**src/hdl/pif_pkg.sv**
```systemverilog
// Shared definitions for the parallel configuration port
// Byte and word widths, fixed burst address, FSM state enums
// Write-FIFO entry, load strobe and pad bundles
`default_nettype none

package pif_pkg;

  localparam int PIF_BYTE_W     = 8;                          // One host byte
  localparam int PIF_WORD_BYTES = 4;                          // Bytes per data word
  localparam int PIF_WORD_W     = PIF_BYTE_W * PIF_WORD_BYTES; // 32-bit data word
  localparam int PIF_LONG_BIT   = 7;                          // Address bit for long write

  // Port address that holds during a burst
  localparam logic [PIF_BYTE_W-1:0] PIF_FIXED_ADDR = 8'hA0;

  // Write sequencer
  typedef enum logic [2:0] {
    WR_OFF   = 3'd0,  // Port off
    WR_ADDR  = 3'd1,  // Waiting for address byte
    WR_SHORT = 3'd2,  // Short command, push entry
    WR_B0    = 3'd3,
    WR_B1    = 3'd4,
    WR_B2    = 3'd5,
    WR_B3    = 3'd6,  // Last data byte, push entry
    WR_BURST = 3'd7   // Next group or back to idle
  } pif_wr_state_e;

  // Read sequencer
  typedef enum logic [2:0] {
    RD_OFF = 3'd0,
    RD_B0  = 3'd1,  // Waits on FIFO not empty
    RD_B1  = 3'd2,
    RD_B2  = 3'd3,
    RD_B3  = 3'd4   // Pops the FIFO
  } pif_rd_state_e;

  // Write-FIFO entry, address on top
  typedef struct packed {
    logic [PIF_BYTE_W-1:0] addr;
    logic [PIF_WORD_W-1:0] data;
  } pif_wr_entry_t;

  // Sequencer to assembler strobes
  typedef struct packed {
    logic                      load_addr;  // Capture address byte
    logic [PIF_WORD_BYTES-1:0] load_byte;  // One per data byte
    logic                      next_beat;  // Burst continues
  } pif_load_t;

  // Host-side outputs
  typedef struct packed {
    logic                  vldo;
    logic                  vldo_en;
    logic [PIF_BYTE_W-1:0] dout;
    logic                  dout_en;
  } pif_pad_t;

endpackage

`default_nettype wire

```
**src/hdl/fcb_pif_top.sv**
```systemverilog
// Parallel configuration port top level
// Port-on gating, write sequencer, assembler and read serializer
`default_nettype none

module fcb_pif_top
(
  input  wire logic                           fcb_sys_clk,
  input  wire logic                           fcb_sys_rst_n,
  input  wire logic                           fcb_sys_stm,       // Test mode
  input  wire logic                           fcb_pif_en,        // Port enable
  input  wire logic                           fcb_pif_vldi,
  input  wire logic [pif_pkg::PIF_BYTE_W-1:0] fcb_pif_di,
  input  wire logic                           frwf_crf_empty,
  input  wire logic [pif_pkg::PIF_WORD_W-1:0] frwf_crf_rd_data,
  output pif_pkg::pif_pad_t                   fcb_pif_pad,
  output logic                                fpif_frwf_pif_on,
  output logic                                fpif_frwf_wff_wr_en,
  output logic                                fpif_frwf_crf_rd_en,
  output pif_pkg::pif_wr_entry_t              fpif_frwf_wff_wr_data
);

  import pif_pkg::*;

  logic      pif_on;
  pif_load_t load;  // Sequencer to assembler

  assign pif_on           = fcb_sys_stm & fcb_pif_en;
  assign fpif_frwf_pif_on = pif_on;

  pif_wr_fsm pif_wr_fsm_i (
    .fcb_sys_clk   (fcb_sys_clk),
    .fcb_sys_rst_n (fcb_sys_rst_n),
    .pif_on        (pif_on),
    .vldi          (fcb_pif_vldi),
    .din           (fcb_pif_di),
    .load          (load),
    .wr_en         (fpif_frwf_wff_wr_en)
  );

  pif_wr_assembler pif_wr_assembler_i (
    .fcb_sys_clk   (fcb_sys_clk),
    .fcb_sys_rst_n (fcb_sys_rst_n),
    .pif_on        (pif_on),
    .din           (fcb_pif_di),
    .load          (load),
    .entry         (fpif_frwf_wff_wr_data)
  );

  pif_rd_serializer pif_rd_serializer_i (
    .fcb_sys_clk   (fcb_sys_clk),
    .fcb_sys_rst_n (fcb_sys_rst_n),
    .pif_on        (pif_on),
    .crf_empty     (frwf_crf_empty),
    .crf_data      (frwf_crf_rd_data),
    .crf_rd_en     (fpif_frwf_crf_rd_en),
    .pad           (fcb_pif_pad)
  );

endmodule

`default_nettype wire

```
**src/hdl/pif_rd_serializer.sv**
```systemverilog
// Read-back path of the parallel configuration port
// Unloads one config read FIFO word as four bytes, then pops it
// Pad output-enables
`default_nettype none

module pif_rd_serializer
(
  input  wire logic                           fcb_sys_clk,
  input  wire logic                           fcb_sys_rst_n,
  input  wire logic                           pif_on,
  input  wire logic                           crf_empty,  // Read FIFO empty
  input  wire logic [pif_pkg::PIF_WORD_W-1:0] crf_data,   // Read FIFO head word
  output logic                                crf_rd_en,  // Pop after byte 3
  output pif_pkg::pif_pad_t                   pad
);

  import pif_pkg::*;

  pif_rd_state_e state_q;
  pif_rd_state_e state_ns;

  logic [$clog2(PIF_WORD_BYTES)-1:0] byte_sel;
  logic                              vldo;

  always_ff @(posedge fcb_sys_clk or negedge fcb_sys_rst_n)
  begin
    if (!fcb_sys_rst_n)
    begin
      state_q <= RD_OFF;
    end
    else if (pif_on)
    begin
      state_q <= state_ns;
    end
    else
    begin
      state_q <= RD_OFF;  // Restart from byte 0 next time
    end
  end

  always_comb
  begin
    state_ns  = state_q;
    byte_sel  = '0;
    vldo      = 1'b0;
    crf_rd_en = 1'b0;

    case (state_q)
      RD_OFF:  state_ns = RD_B0;
      RD_B0:
      begin
        if (!crf_empty)
        begin
          vldo     = 1'b1;  // Byte 0 straight off the FIFO head
          state_ns = RD_B1;
        end
      end
      RD_B1:
      begin
        byte_sel = 2'd1;
        vldo     = 1'b1;
        state_ns = RD_B2;
      end
      RD_B2:
      begin
        byte_sel = 2'd2;
        vldo     = 1'b1;
        state_ns = RD_B3;
      end
      RD_B3:
      begin
        byte_sel  = 2'd3;
        vldo      = 1'b1;
        crf_rd_en = 1'b1;
        state_ns  = RD_B0;  // Back to back if more words
      end
      default: state_ns = RD_OFF;
    endcase

    // Quiet pads and no pop once the port drops
    if (!pif_on)
    begin
      vldo      = 1'b0;
      crf_rd_en = 1'b0;
    end
  end

  // Byte mux and pad drive
  assign pad.dout    = crf_data[byte_sel*PIF_BYTE_W +: PIF_BYTE_W];
  assign pad.vldo    = vldo;
  assign pad.vldo_en = pif_on;  // Low when port is off
  assign pad.dout_en = vldo;

  // Pop only at byte 3, after three gapless bytes
  a_rd_en_b3 : assert property (
    @(posedge fcb_sys_clk) disable iff (!fcb_sys_rst_n)
    crf_rd_en |-> (state_q == RD_B3) && $past(vldo) && $past(vldo, 2) && $past(vldo, 3)
  ) else $error("crf_rd_en outside byte 3");

endmodule

`default_nettype wire

```
**src/hdl/pif_wr_assembler.sv**
```systemverilog
// Address and data byte registers for the write path
// Burst address increment with fixed-address hold
// Write-FIFO entry formation
`default_nettype none

module pif_wr_assembler
(
  input  wire logic                           fcb_sys_clk,
  input  wire logic                           fcb_sys_rst_n,
  input  wire logic                           pif_on,
  input  wire logic [pif_pkg::PIF_BYTE_W-1:0] din,    // Live host byte
  input  wire pif_pkg::pif_load_t             load,   // From sequencer
  output pif_pkg::pif_wr_entry_t              entry   // To write FIFO
);

  import pif_pkg::*;

  logic [PIF_BYTE_W-1:0] addr_q;
  logic [PIF_BYTE_W-1:0] data_q [0:PIF_WORD_BYTES-2];  // Bytes 0 to 2
  logic [PIF_BYTE_W-1:0] top_byte;

  // Address register, also the burst counter
  always_ff @(posedge fcb_sys_clk or negedge fcb_sys_rst_n)
  begin
    if (!fcb_sys_rst_n)
    begin
      addr_q <= '0;
    end
    else if (pif_on)
    begin
      if (load.load_addr)
      begin
        addr_q <= din;
      end
      else if (load.next_beat && (addr_q != PIF_FIXED_ADDR))
      begin
        addr_q <= addr_q + 1'b1;  // Next register in the burst
      end
    end
  end

  // Lower data bytes
  always_ff @(posedge fcb_sys_clk)
  begin
    for (int i = 0; i < PIF_WORD_BYTES - 1; i++)
    begin
      if (pif_on && load.load_byte[i])
      begin
        data_q[i] <= din;
      end
    end
  end

  // Byte 3 is taken live in its own cycle
  assign top_byte = load.load_byte[3] ? din : '0;

  always_comb
  begin
    entry.addr = addr_q;
    if (addr_q[PIF_LONG_BIT])
    begin
      entry.data = {top_byte, data_q[2], data_q[1], data_q[0]};  // LSB first on the bus
    end
    else
    begin
      entry.data = '0;  // Short command carries no data
    end
  end

endmodule

`default_nettype wire

```
**src/hdl/pif_wr_fsm.sv**
```systemverilog
// Write sequencer for the host byte stream
// Tracks address and data bytes, issues load strobes and FIFO push
`default_nettype none

module pif_wr_fsm
(
  input  wire logic                           fcb_sys_clk,
  input  wire logic                           fcb_sys_rst_n,
  input  wire logic                           pif_on,   // Test mode and port enable
  input  wire logic                           vldi,     // Host byte strobe
  input  wire logic [pif_pkg::PIF_BYTE_W-1:0] din,      // Host byte
  output pif_pkg::pif_load_t                  load,     // Strobes to assembler
  output logic                                wr_en     // Write-FIFO push
);

  import pif_pkg::*;

  pif_wr_state_e state_q;
  pif_wr_state_e state_ns;

  // State register, forced to OFF while port is off
  always_ff @(posedge fcb_sys_clk or negedge fcb_sys_rst_n)
  begin
    if (!fcb_sys_rst_n)
    begin
      state_q <= WR_OFF;
    end
    else if (pif_on)
    begin
      state_q <= state_ns;
    end
    else
    begin
      state_q <= WR_OFF;
    end
  end

  // Next state and strobes
  always_comb
  begin
    state_ns = state_q;
    load     = '0;
    wr_en    = 1'b0;

    case (state_q)
      WR_OFF:
      begin
        state_ns = WR_ADDR;  // Only reached with pif_on high
      end

      WR_ADDR:
      begin
        if (vldi)
        begin
          load.load_addr = 1'b1;
          // Bit 7 picks long write
          if (din[PIF_LONG_BIT])
          begin
            state_ns = WR_B0;
          end
          else
          begin
            state_ns = WR_SHORT;
          end
        end
      end

      WR_SHORT:
      begin
        wr_en    = 1'b1;  // One cycle after the address byte
        state_ns = WR_ADDR;
      end

      WR_B0:
      begin
        if (vldi)
        begin
          load.load_byte[0] = 1'b1;
          state_ns          = WR_B1;
        end
      end

      WR_B1:
      begin
        if (vldi)
        begin
          load.load_byte[1] = 1'b1;
          state_ns          = WR_B2;
        end
      end

      WR_B2:
      begin
        if (vldi)
        begin
          load.load_byte[2] = 1'b1;
          state_ns          = WR_B3;
        end
      end

      WR_B3:
      begin
        // Top byte goes straight from din into the entry
        if (vldi)
        begin
          load.load_byte[3] = 1'b1;
          wr_en             = 1'b1;
          state_ns          = WR_BURST;
        end
      end

      WR_BURST:
      begin
        if (vldi)
        begin
          load.load_byte[0] = 1'b1;  // First byte of next group
          load.next_beat    = 1'b1;  // Bump address
          state_ns          = WR_B1;
        end
        else
        begin
          state_ns = WR_ADDR;  // Gap ends the burst
        end
      end

      default:
      begin
        state_ns = WR_OFF;
      end
    endcase

    // Port falling mid-command, drop the push
    if (!pif_on)
    begin
      wr_en = 1'b0;
    end
  end

  // Push needs the port on now and on the previous edge
  a_wr_en_port_on : assert property (
    @(posedge fcb_sys_clk) disable iff (!fcb_sys_rst_n)
    wr_en |-> pif_on && $past(pif_on)
  ) else $error("wr_en while port off");

endmodule

`default_nettype wire

```
**config.mk**
```make
export PLATFORM = sky130hd
export DESIGN_NAME = fcb_pif_top
export DESIGN_NICKNAME = d
export VERILOG_FILES = /design/src/hdl/pif_pkg.sv /design/src/hdl/fcb_pif_top.sv /design/src/hdl/pif_rd_serializer.sv /design/src/hdl/pif_wr_assembler.sv /design/src/hdl/pif_wr_fsm.sv
export SDC_FILE = /design/constraint.sdc
export NUM_CORES = 1
export LEC_CHECK = 0
export BUFFER_PORTS_ARGS = -buffer_cell sky130_fd_sc_hd__clkbuf_2
export CAP_MARGIN = 25
export CORE_ASPECT_RATIO = 1.2
export CORE_UTILIZATION = 47
export CTS_BUF_LIST = sky130_fd_sc_hd__clkbuf_16
export CTS_CLUSTER_SIZE = 24
export DETAILED_ROUTE_END_ITERATION = 10
export PLACE_DENSITY = 0.87
export RECOVER_POWER = 25
export SYNTH_ARGS = -nofsm -noshare
export SYNTH_HDL_FRONTEND = slang
export SYNTH_SLANG_ARGS = --single-unit
```
**constraint.sdc**
```tcl
create_clock -name fcb_sys_clk -period 2.1 [get_ports fcb_sys_clk]
set_input_delay 0.42 -clock fcb_sys_clk [delete_from_list [all_inputs] [get_ports fcb_sys_clk]]
set_output_delay 0.42 -clock fcb_sys_clk [all_outputs]
set_load 0.1 [all_outputs]
```
==> metrics.md, run 1 <==
| Metric | Value |
|---|---|
| GP Congestion | `0.834` |
| Drt via density | `about 6` |
| Critical Path AT | `between 1.5 and 2 ns` |
| Initial Util | `between 50 and 60%` |
| # H-tree levels | `2` |
| Worst skew pair latency | `0.28 ns` |
| Cell Area, Synth | `between 2000 and 2500 um2` |
| Diode count | `0` |
| Clock Tree Root | `clkbuf_16` |
| DP Wirelength | `4800 um` |
| IO Count | `100` |
| Hold Vio Cnt, Final | `0` |
| Core Util, Final | `81.3%` |
| NumNets Final | `371` |
| Setup Crit Path Kind | `reg2out` |
| Die X | `64.5 um` |
| Ys Warns | `0` |
| Status | `finished, violations left` |
| Area post-placement | `3260 um2` |
| Final max-slew violation count | `0` |
| Slew HR | `between 40% and 50%` |
| 1st-iter DRT viols | `144` |
| Post-synthesis cell type count | `42` |
| Post-route ant nets | `0` |
| Post-synth EDFFs | `24` |
| Met3 Track Usage GR | `6.55%` |
| Seq/Total Area, Yosys | `48.7%` |
| PortBufs | `99` |
| Yosys reg bits | `38` |
| Initial antenna violation count | `0` |
| Crit-path max cell delay | `0.42 ns` |
| Sink Count | `38` |
| Max-cap viol count | `0` |
| Cells after Synth | `219` |
| First-pass iteration count of the detailed router | `4` |
| Via count | `~2300` |
| Worst Setup Start Kind | `register` |
| Final period utilization | `103%` |
| DR WL/cell | `18.6 um` |
| Crit. Startpoint | `pif_rd_serializer_i.state_q[0]$_DFFE_PN0P_` |
| Most used DFF post-synth | `edfxtp_1` |
| Drt total wl | `roughly 7000 um` |
| Die area | `4960 um2` |
| Asr flop ratio synth | `36.8%` |
| Reg2reg start | `pif_wr_assembler_i.addr_q[0]$_DFFE_PN0P_` |
| Total gr overflow | `0` |
| Crit-path max FO | `11` |
| Drt drc | `0` |
| Synth area leader | `edfxtp_1` |
| Hold Buf Count CTS | `0` |
| Count leader, synth | `and2_1` |
| GRT busiest layer | `met2` |
| Worst VDD drop | `between 0.7 and 0.8 mV` |
| Core area | `4360 um2` |
| Row cnt | `26` |
| Met1 Track Usage GR | `31.4%` |
| Die Y | `77.0 um` |
| Chain of cells forming the critical path | `or2_4 > a221oi_2 > buf_4 > buf_12` |
| Synth area leaders | `edfxtp_1, dfrtp_1, and2_1` |
| Synth Net Count | `267` |
| Fmax | `462 MHz` |
| Num CTS Buffers | `5` |
| First-pass GRT wire length | `10500 um` |
| TritonCTS clock tree | `done` |
| Vias in the first global route | `2180` |
| P_leak | `0.00147 uW` |
| Max Root-Sink Buffers | `2` |
| Worst Skew | `0.00606 ns` |
| Pwr Density | `approximately 900 nW/um2` |
| Min-Delay Path Class | `in2async` |
| Largest net degree at the start of global routing | `30` |
| Final worst slack | `-0.0647 ns` |
| Area growth syn-to-layout | `60.9%` |
| Worst EP required | `1.68 ns` |
| Synth Area per Inst | `about 10 um2` |
| Top post-synthesis cells by count | `and2_1, edfxtp_1, o22ai_1` |
| Violated checks | `negative setup slack` |
| Gr usage total | `27.7%` |
| Top-area cell type share of the netlist area | `32.7%` |
| Reg clk slew, reported paths | `0.06 ns` |
| Crit-path slowest cell | `dfrtp_1` |
| RSZ-0062 raised after global routing | `true` |
| Endpoints failing setup | `4` |
| Post-route cell area | `3540 um2` |
| Worst-Margin Slew | `0.827 ns` |
| Minimum clock period | `2.16 ns` |
| Share of cells above drive strength 1 | `55.2%` |
| Grt met2 use | `50.3%` |
| Setup crit end kind | `output port` |
## registers in the layout, indices dropped and copies added, names as in the netlist
register / flops
pif_rd_serializer_i.state_q: 3
pif_wr_assembler_i.data_q: 24
pif_wr_fsm_i.state_q: 3
pif_wr_assembler_i.addr_q: 8
## path summary, 6_finish.rpt
kind,endpoint,slack [ns],cells after the start
worst max-delay path,fcb_pif_pad[0],-0.06,4
worst min-delay path,pif_wr_assembler_i.addr_q[0]$_DFFE_PN0P_,0.21,1
worst max register to register,pif_wr_assembler_i.addr_q[7]$_DFFE_PN0P_,0.11,7
worst min register to register,pif_wr_assembler_i.addr_q[2]$_DFFE_PN0P_,0.60,1
max in group asynchronous,pif_wr_assembler_i.addr_q[7]$_DFFE_PN0P_,1.29,1
min in group fcb_sys_clk,pif_wr_assembler_i.data_q[0][19]$_DFFE_PP_,0.43,1
## power by group
group | internal [uW] | switching, uW | leakage [uW]
combinational | 271 | 1040 | 0.000991
clock | 676 | 279 | 0.0000915
sequential | 848 | 83.2 | 0.000385
total | 1790 | 1410 | 0.00147
## layout make-up
type	count	area, um2
fill	245	817
inverter	8	33.8
clock inverter	3	63.8
tap	56	70.1
clock buffer	5	125
timing repair buffer	116	948
multi-input combinational	154	1220
sequential	38	1080
## cell usage in the layout, fill, tap and decap left out, types with 5 or more instances in the layout
master	n
o21ai_0	5
edfxtp_1	24
clkbuf_16	5
clkbuf_1	7
nor2_1	9
buf_4	16
dfrtp_1	7
a21oi_1	6
a21oi_4	8
clkbuf_2	70
inv_1	7
nand2_1	14
buf_12	22
dfrtp_2	5
and2_2	28
o22ai_1	17
o221ai_2	8
o21a_1	8
## per-stage QoR
| stage | total power [uW] | hold WS [ns] | instances | setup slack, ns | setup TNS (ns) |
|---|---|---|---|---|---|
| 2_1_floorplan | 1970 | 0.124 | 219 | 0.00545 | 0 |
| 3_3_place_gp | 2200 | 0.346 | 371 | 0.146 | 0 |
| 3_5_place_dp | 2230 | 0.349 | 371 | 0.0944 | 0 |
| 4_1_cts | 3190 | 0.0524 | 379 | 0.0163 | 0 |
| 5_1_grt | 3300 | 0.272 | 380 | -0.102 | -0.822 |
| 6_report | 3200 | 0.212 | 380 | -0.0647 | -0.175 |
## per-layer routing
layer / up-vias / share of wire [%]
met5: - / 0
met4: 0 / 2.6
met3: 20 / 8.3
met2: 174 / 53
met1: 1054 / 36
li1: 1029 / -
## kinds of logic after synthesis
family	after synthesis	share of synthesized area, %
buf+inv	27	6.42
compound gates	66	20.4
mux	5	2.33
flops	38	48.7
simple gates	81	21.0
fa+ha+maj	2	1.14
## timing repair
item                                    CTS  global route
buffers inserted                          0             1
pin swaps                                 0             8
gates resized for setup                   6            13
endpoints found under the setup margin   19            19
## critical path: cells and delay by family (launching register included)
kind / cells / cell delay, ns
AOI/OAI and AO/OA: 1 / 0.32
and+or+nand+nor: 1 / 0.36
DFF: 1 / 0.42
buffers and inverters: 2 / 0.36
(Power assumes the default switching activity.)
==> run 2, diff against run 1 <==
CORE_UTILIZATION = 48   (was 47)
PLACE_DENSITY = 0.79   (was 0.87)
SYNTH_HIERARCHICAL = 1   (was unset)
==> run 2 against run 1 <==
  * The flow now finishes without violations
  * Critical path depth up 1
  * Non-clock buffer count down 5
  * Sequential share of layout area down 0.066 points
  * First-iteration DRC count down 53%
  * Largest cell class unchanged
  * Synthesized area up 6.0%
==> metrics.md, run 2 <==
| Metric | Value |
|---|---|
| Most used DFF post-synth | `edfxtp_1` |
| DP Wirelength | `4210 um (-12%)` |
| P_leak | `0.00151 uW (+3.0%)` |
| Gr usage total | `24.4% (-3.2 points)` |
| Max reg flops | `24 (unchanged)` |
| Worst Setup Start Kind | `register` |
| Total gr overflow | `0 (unchanged)` |
| Drt total wl | `6030 um (-15%)` |
| Hold WS | `0.199 ns (-0.0132 ns)` |
| Final period utilization | `99.9% (-3.2 points)` |
| Most frequent cells in the layout | `clkbuf_2, buf_4, and2_2` |
| Simple-Gate Fraction of Synth Area | `30.4% (+9.3 points)` |
| Die area | `5140 um2 (+3.7%)` |
| Largest net degree at the start of global routing | `38 (+27%)` |
| Worst R2R Setup Slack | `0.35 ns (+0.24 ns)` |
| Share of cells above drive strength 1 | `51.8% (-3.5 points)` |
| Biggest register | `pif_wr_assembler_i/data_q` |
| DP Worst Slack | `0.155 ns (+0.0609 ns)` |
| Hold Vio Cnt, Final | `0 (unchanged)` |
| Max-cap viol count | `0 (unchanged)` |
| Endpoints failing setup | `0 (-4)` |
| Largest family of logic cells by synthesized area | `simple AND/OR/NAND/NOR gates` |
| Die X | `65.6 um (+1.8%)` |
| Row cnt | `27 (+3.8%)` |
| Reg2reg path depth | `5 (-2)` |
| Critical Path AT | `1.68 ns (-0.06 ns)` |
| Top-area cell type share of the netlist area | `30.9% (-1.8 points)` |
| First-pass iteration count of the detailed router | `4 (unchanged)` |
| Post-route ant nets | `0 (unchanged)` |
| NumNets Final | `381 (+2.7%)` |
| Area post-placement | `3320 um2 (+1.8%)` |
| Yosys reg bits | `38 (unchanged)` |
| Sink Count | `38 (unchanged)` |
| Asr flop ratio synth | `36.8% (unchanged)` |
| Reg2reg start | `pif_wr_fsm_i/state_q[0]$_DFFE_PN0P_` |
| Multiplexer area fraction after synthesis | `1.72% (-0.61 points)` |
| Post-synth EDFFs | `24 (unchanged)` |
| PortBufs | `99 (unchanged)` |
| First-pass GRT wire length | `9520 um (-9.4%)` |
| Crit-path max FO | `7 (-4)` |
| Worst Skew | `0.00262 ns (-0.00344 ns)` |
| Die Y | `78.4 um (+1.8%)` |
| Fmax | `477 MHz (+3.2%)` |
| Diode count | `0 (unchanged)` |
| Num CTS Buffers | `5 (unchanged)` |
| Clock Tree Root | `clkbuf_16` |
| Worst-Margin Slew | `0.801 ns (-0.0252 ns)` |
| IO Count | `100 (unchanged)` |
| Final max-slew violation count | `0 (unchanged)` |
| Commonest non-fill, non-tap cell in the layout | `clkbuf_2` |
| Worst VDD drop | `0.973 mV (+38%)` |
| Synth Net Count | `281 (+5.2%)` |
| Met2 WL | `3260 um (-14%)` |
| Cells after Synth | `233 (+6.4%)` |
| Drt drc | `0 (unchanged)` |
| DP Cell Count | `379 (+2.2%)` |
| Hold Buf Count CTS | `0 (unchanged)` |
| Ys Warns | `6 (+6)` |
| DR WL met3 | `243 um (-59%)` |
| Max Root-Sink Buffers | `2 (unchanged)` |
| Cell Area, Synth | `2330 um2 (+6.0%)` |
| Crit. Startpoint | `pif_rd_serializer_i/state_q[1]$_DFFE_PN0P_` |
| Worst EP required | `1.68 ns (about the same)` |
| Setup Crit Path Kind | `reg2out` |
| Final Non-Filler Cells | `392 (+3.2%)` |
| Compound-Gate Fraction of Synth Area | `14.5% (-5.9 points)` |
| Drt via density | `5.40 (-9.8%)` |
| Top post-synthesis cells by count | `and2_1, edfxtp_1, a21oi_1, dfrtp_1, nand2_1` |
| Setup crit end kind | `output port` |
| Area growth syn-to-layout | `51.5%` |
| Initial antenna violation count | `0 (unchanged)` |
| Synth area leader | `edfxtp_1` |
| Core area | `4630 um2 (+6.2%)` |
| 1st-iter DRT viols | `67 (-53%)` |
| Synth Area per Inst | `10.0 um2 (-0.40%)` |
| Slew HR | `46.6% (+1.7 points)` |
| Seq/Total Area, Yosys | `45.9% (-2.7 points)` |
| Post-synthesis cell type count | `48 (+14%)` |
| Count leader, synth | `and2_1` |
| Synth area leaders | `edfxtp_1, dfrtp_1, and2_1` |
| Via count | `2118 (-7.0%)` |
| # H-tree levels | `2 (unchanged)` |
| Pwr Density | `618 nW/um2 (-32%)` |
| Tot Pwr | `2180 uW (-32%)` |
| Reg clk slew, reported paths | `0.06 ns (about the same)` |
| Post-route cell area | `3530 um2 (-0.25%)` |
| Adder-cell share of the synthesized area | `1.07% (-0.064 points)` |
| Xor/xnor share of the synthesized area | `0.751% (+0.75 points)` |
| Worst skew pair latency | `0.28 ns (about the same)` |
| Initial Util | `50.4% (-0.096 points)` |
| Minimum clock period | `2.10 ns (-0.0666 ns)` |
| Top Registers | `pif_wr_assembler_i/data_q x24, pif_wr_assembler_i/addr_q x8` |
| DR WL/cell | `15.4 um (-17%)` |
| Wire length on met1 | `2440 um (-3.4%)` |
| Vias in the first global route | `1970 (-9.6%)` |
| GP Congestion | `0.803 (-3.7%)` |
| Min-Delay Path Class | `in2async` |
| Final worst slack | `0.00189 ns (+0.0666 ns)` |
| Worst setup path endpoint | `fcb_pif_pad[4]` |
| RSZ-0062 raised after global routing | `true` |
| Worst r2r dst | `pif_wr_assembler_i/addr_q[4]$_DFFE_PN0P_` |
| TritonCTS clock tree | `done` |
| Status | `complete, no violations` |
| Max layer used | `met4` |
## run 2: area by class of cell
class	instances	area (um2)
clock buffer	5	125
clock inverter	3	16.3
fill	294	1090
inverter	7	26.3
multi-input combinational	170	1240
sequential	38	1080
tap	58	72.6
timing repair buffer	111	970
## run 2: how the worst min path moves through the flow
stage	startpoint	end	slack (ns)	cells past startpoint
after floorplan	fcb_sys_rst_n	pif_rd_serializer_i/state_q[0]$_DFFE_PN0P_	0.12	0
after global placement	fcb_sys_rst_n	pif_wr_assembler_i/addr_q[1]$_DFFE_PN0P_	0.34	1
after detailed placement	fcb_sys_rst_n	pif_wr_assembler_i/addr_q[4]$_DFFE_PN0P_	0.35	1
after CTS	fcb_sys_rst_n	pif_wr_assembler_i/addr_q[4]$_DFFE_PN0P_	0.05	1
after global routing	fcb_sys_rst_n	pif_wr_assembler_i/addr_q[1]$_DFFE_PN0P_	0.29	1
final	fcb_sys_rst_n	pif_wr_assembler_i/addr_q[4]$_DFFE_PN0P_	0.20	1
## run 2: routing by layer
layer  global-route usage, %  vias to the layer above
met5                       0                        -
met4                    10.0                        0
met3                    3.34                        9
met2                    42.7                       63
met1                    29.5                     1008
li1                        -                     1038
## run 2: cells by family (layout without fill, tap and decap cells)
logic type               Yosys count  in the layout
adder cells (fa/ha/maj)            2              2
AND/OR/NAND/NOR                  112            112
AO/OA/AOI/OAI                     50             50
XOR/XNOR                           2              2
flip-flops                        38             38
buffers and inverters             25            126
multiplexers                       4              4
## run 2: power by group
group / switching (uW) / total [uW] / internal [uW]
clock network: 281 / 714 / 433
logic: 429 / 603 / 174
registers: 45.3 / 868 / 823
total: 755 / 2180 / 1430
## run 2: per-stage QoR
step	TNS (ns)	utilization (%)
after floorplan	-0.314	-
after global placement	0	71.8
after detailed placement	0	71.8
after CTS	0	75.4
after global routing	-0.0843	76.3
final	0	76.3
## run 2: critical path, cell delays in order (launching register included)
cell and delay (ns):
dfrtp_2 0.45, buf_6 0.13, or3b_4 0.40, a21oi_4 0.17, nor3_4 0.06, buf_12 0.18
## run 2: what timing repair did
item | CTS | global route
setup buffers | 2 | 3
pin swaps | 0 | 2
hold endpoints to repair | 0 | 0
endpoints found under the setup margin | 11 | 17
gates resized for setup | 3 | 16
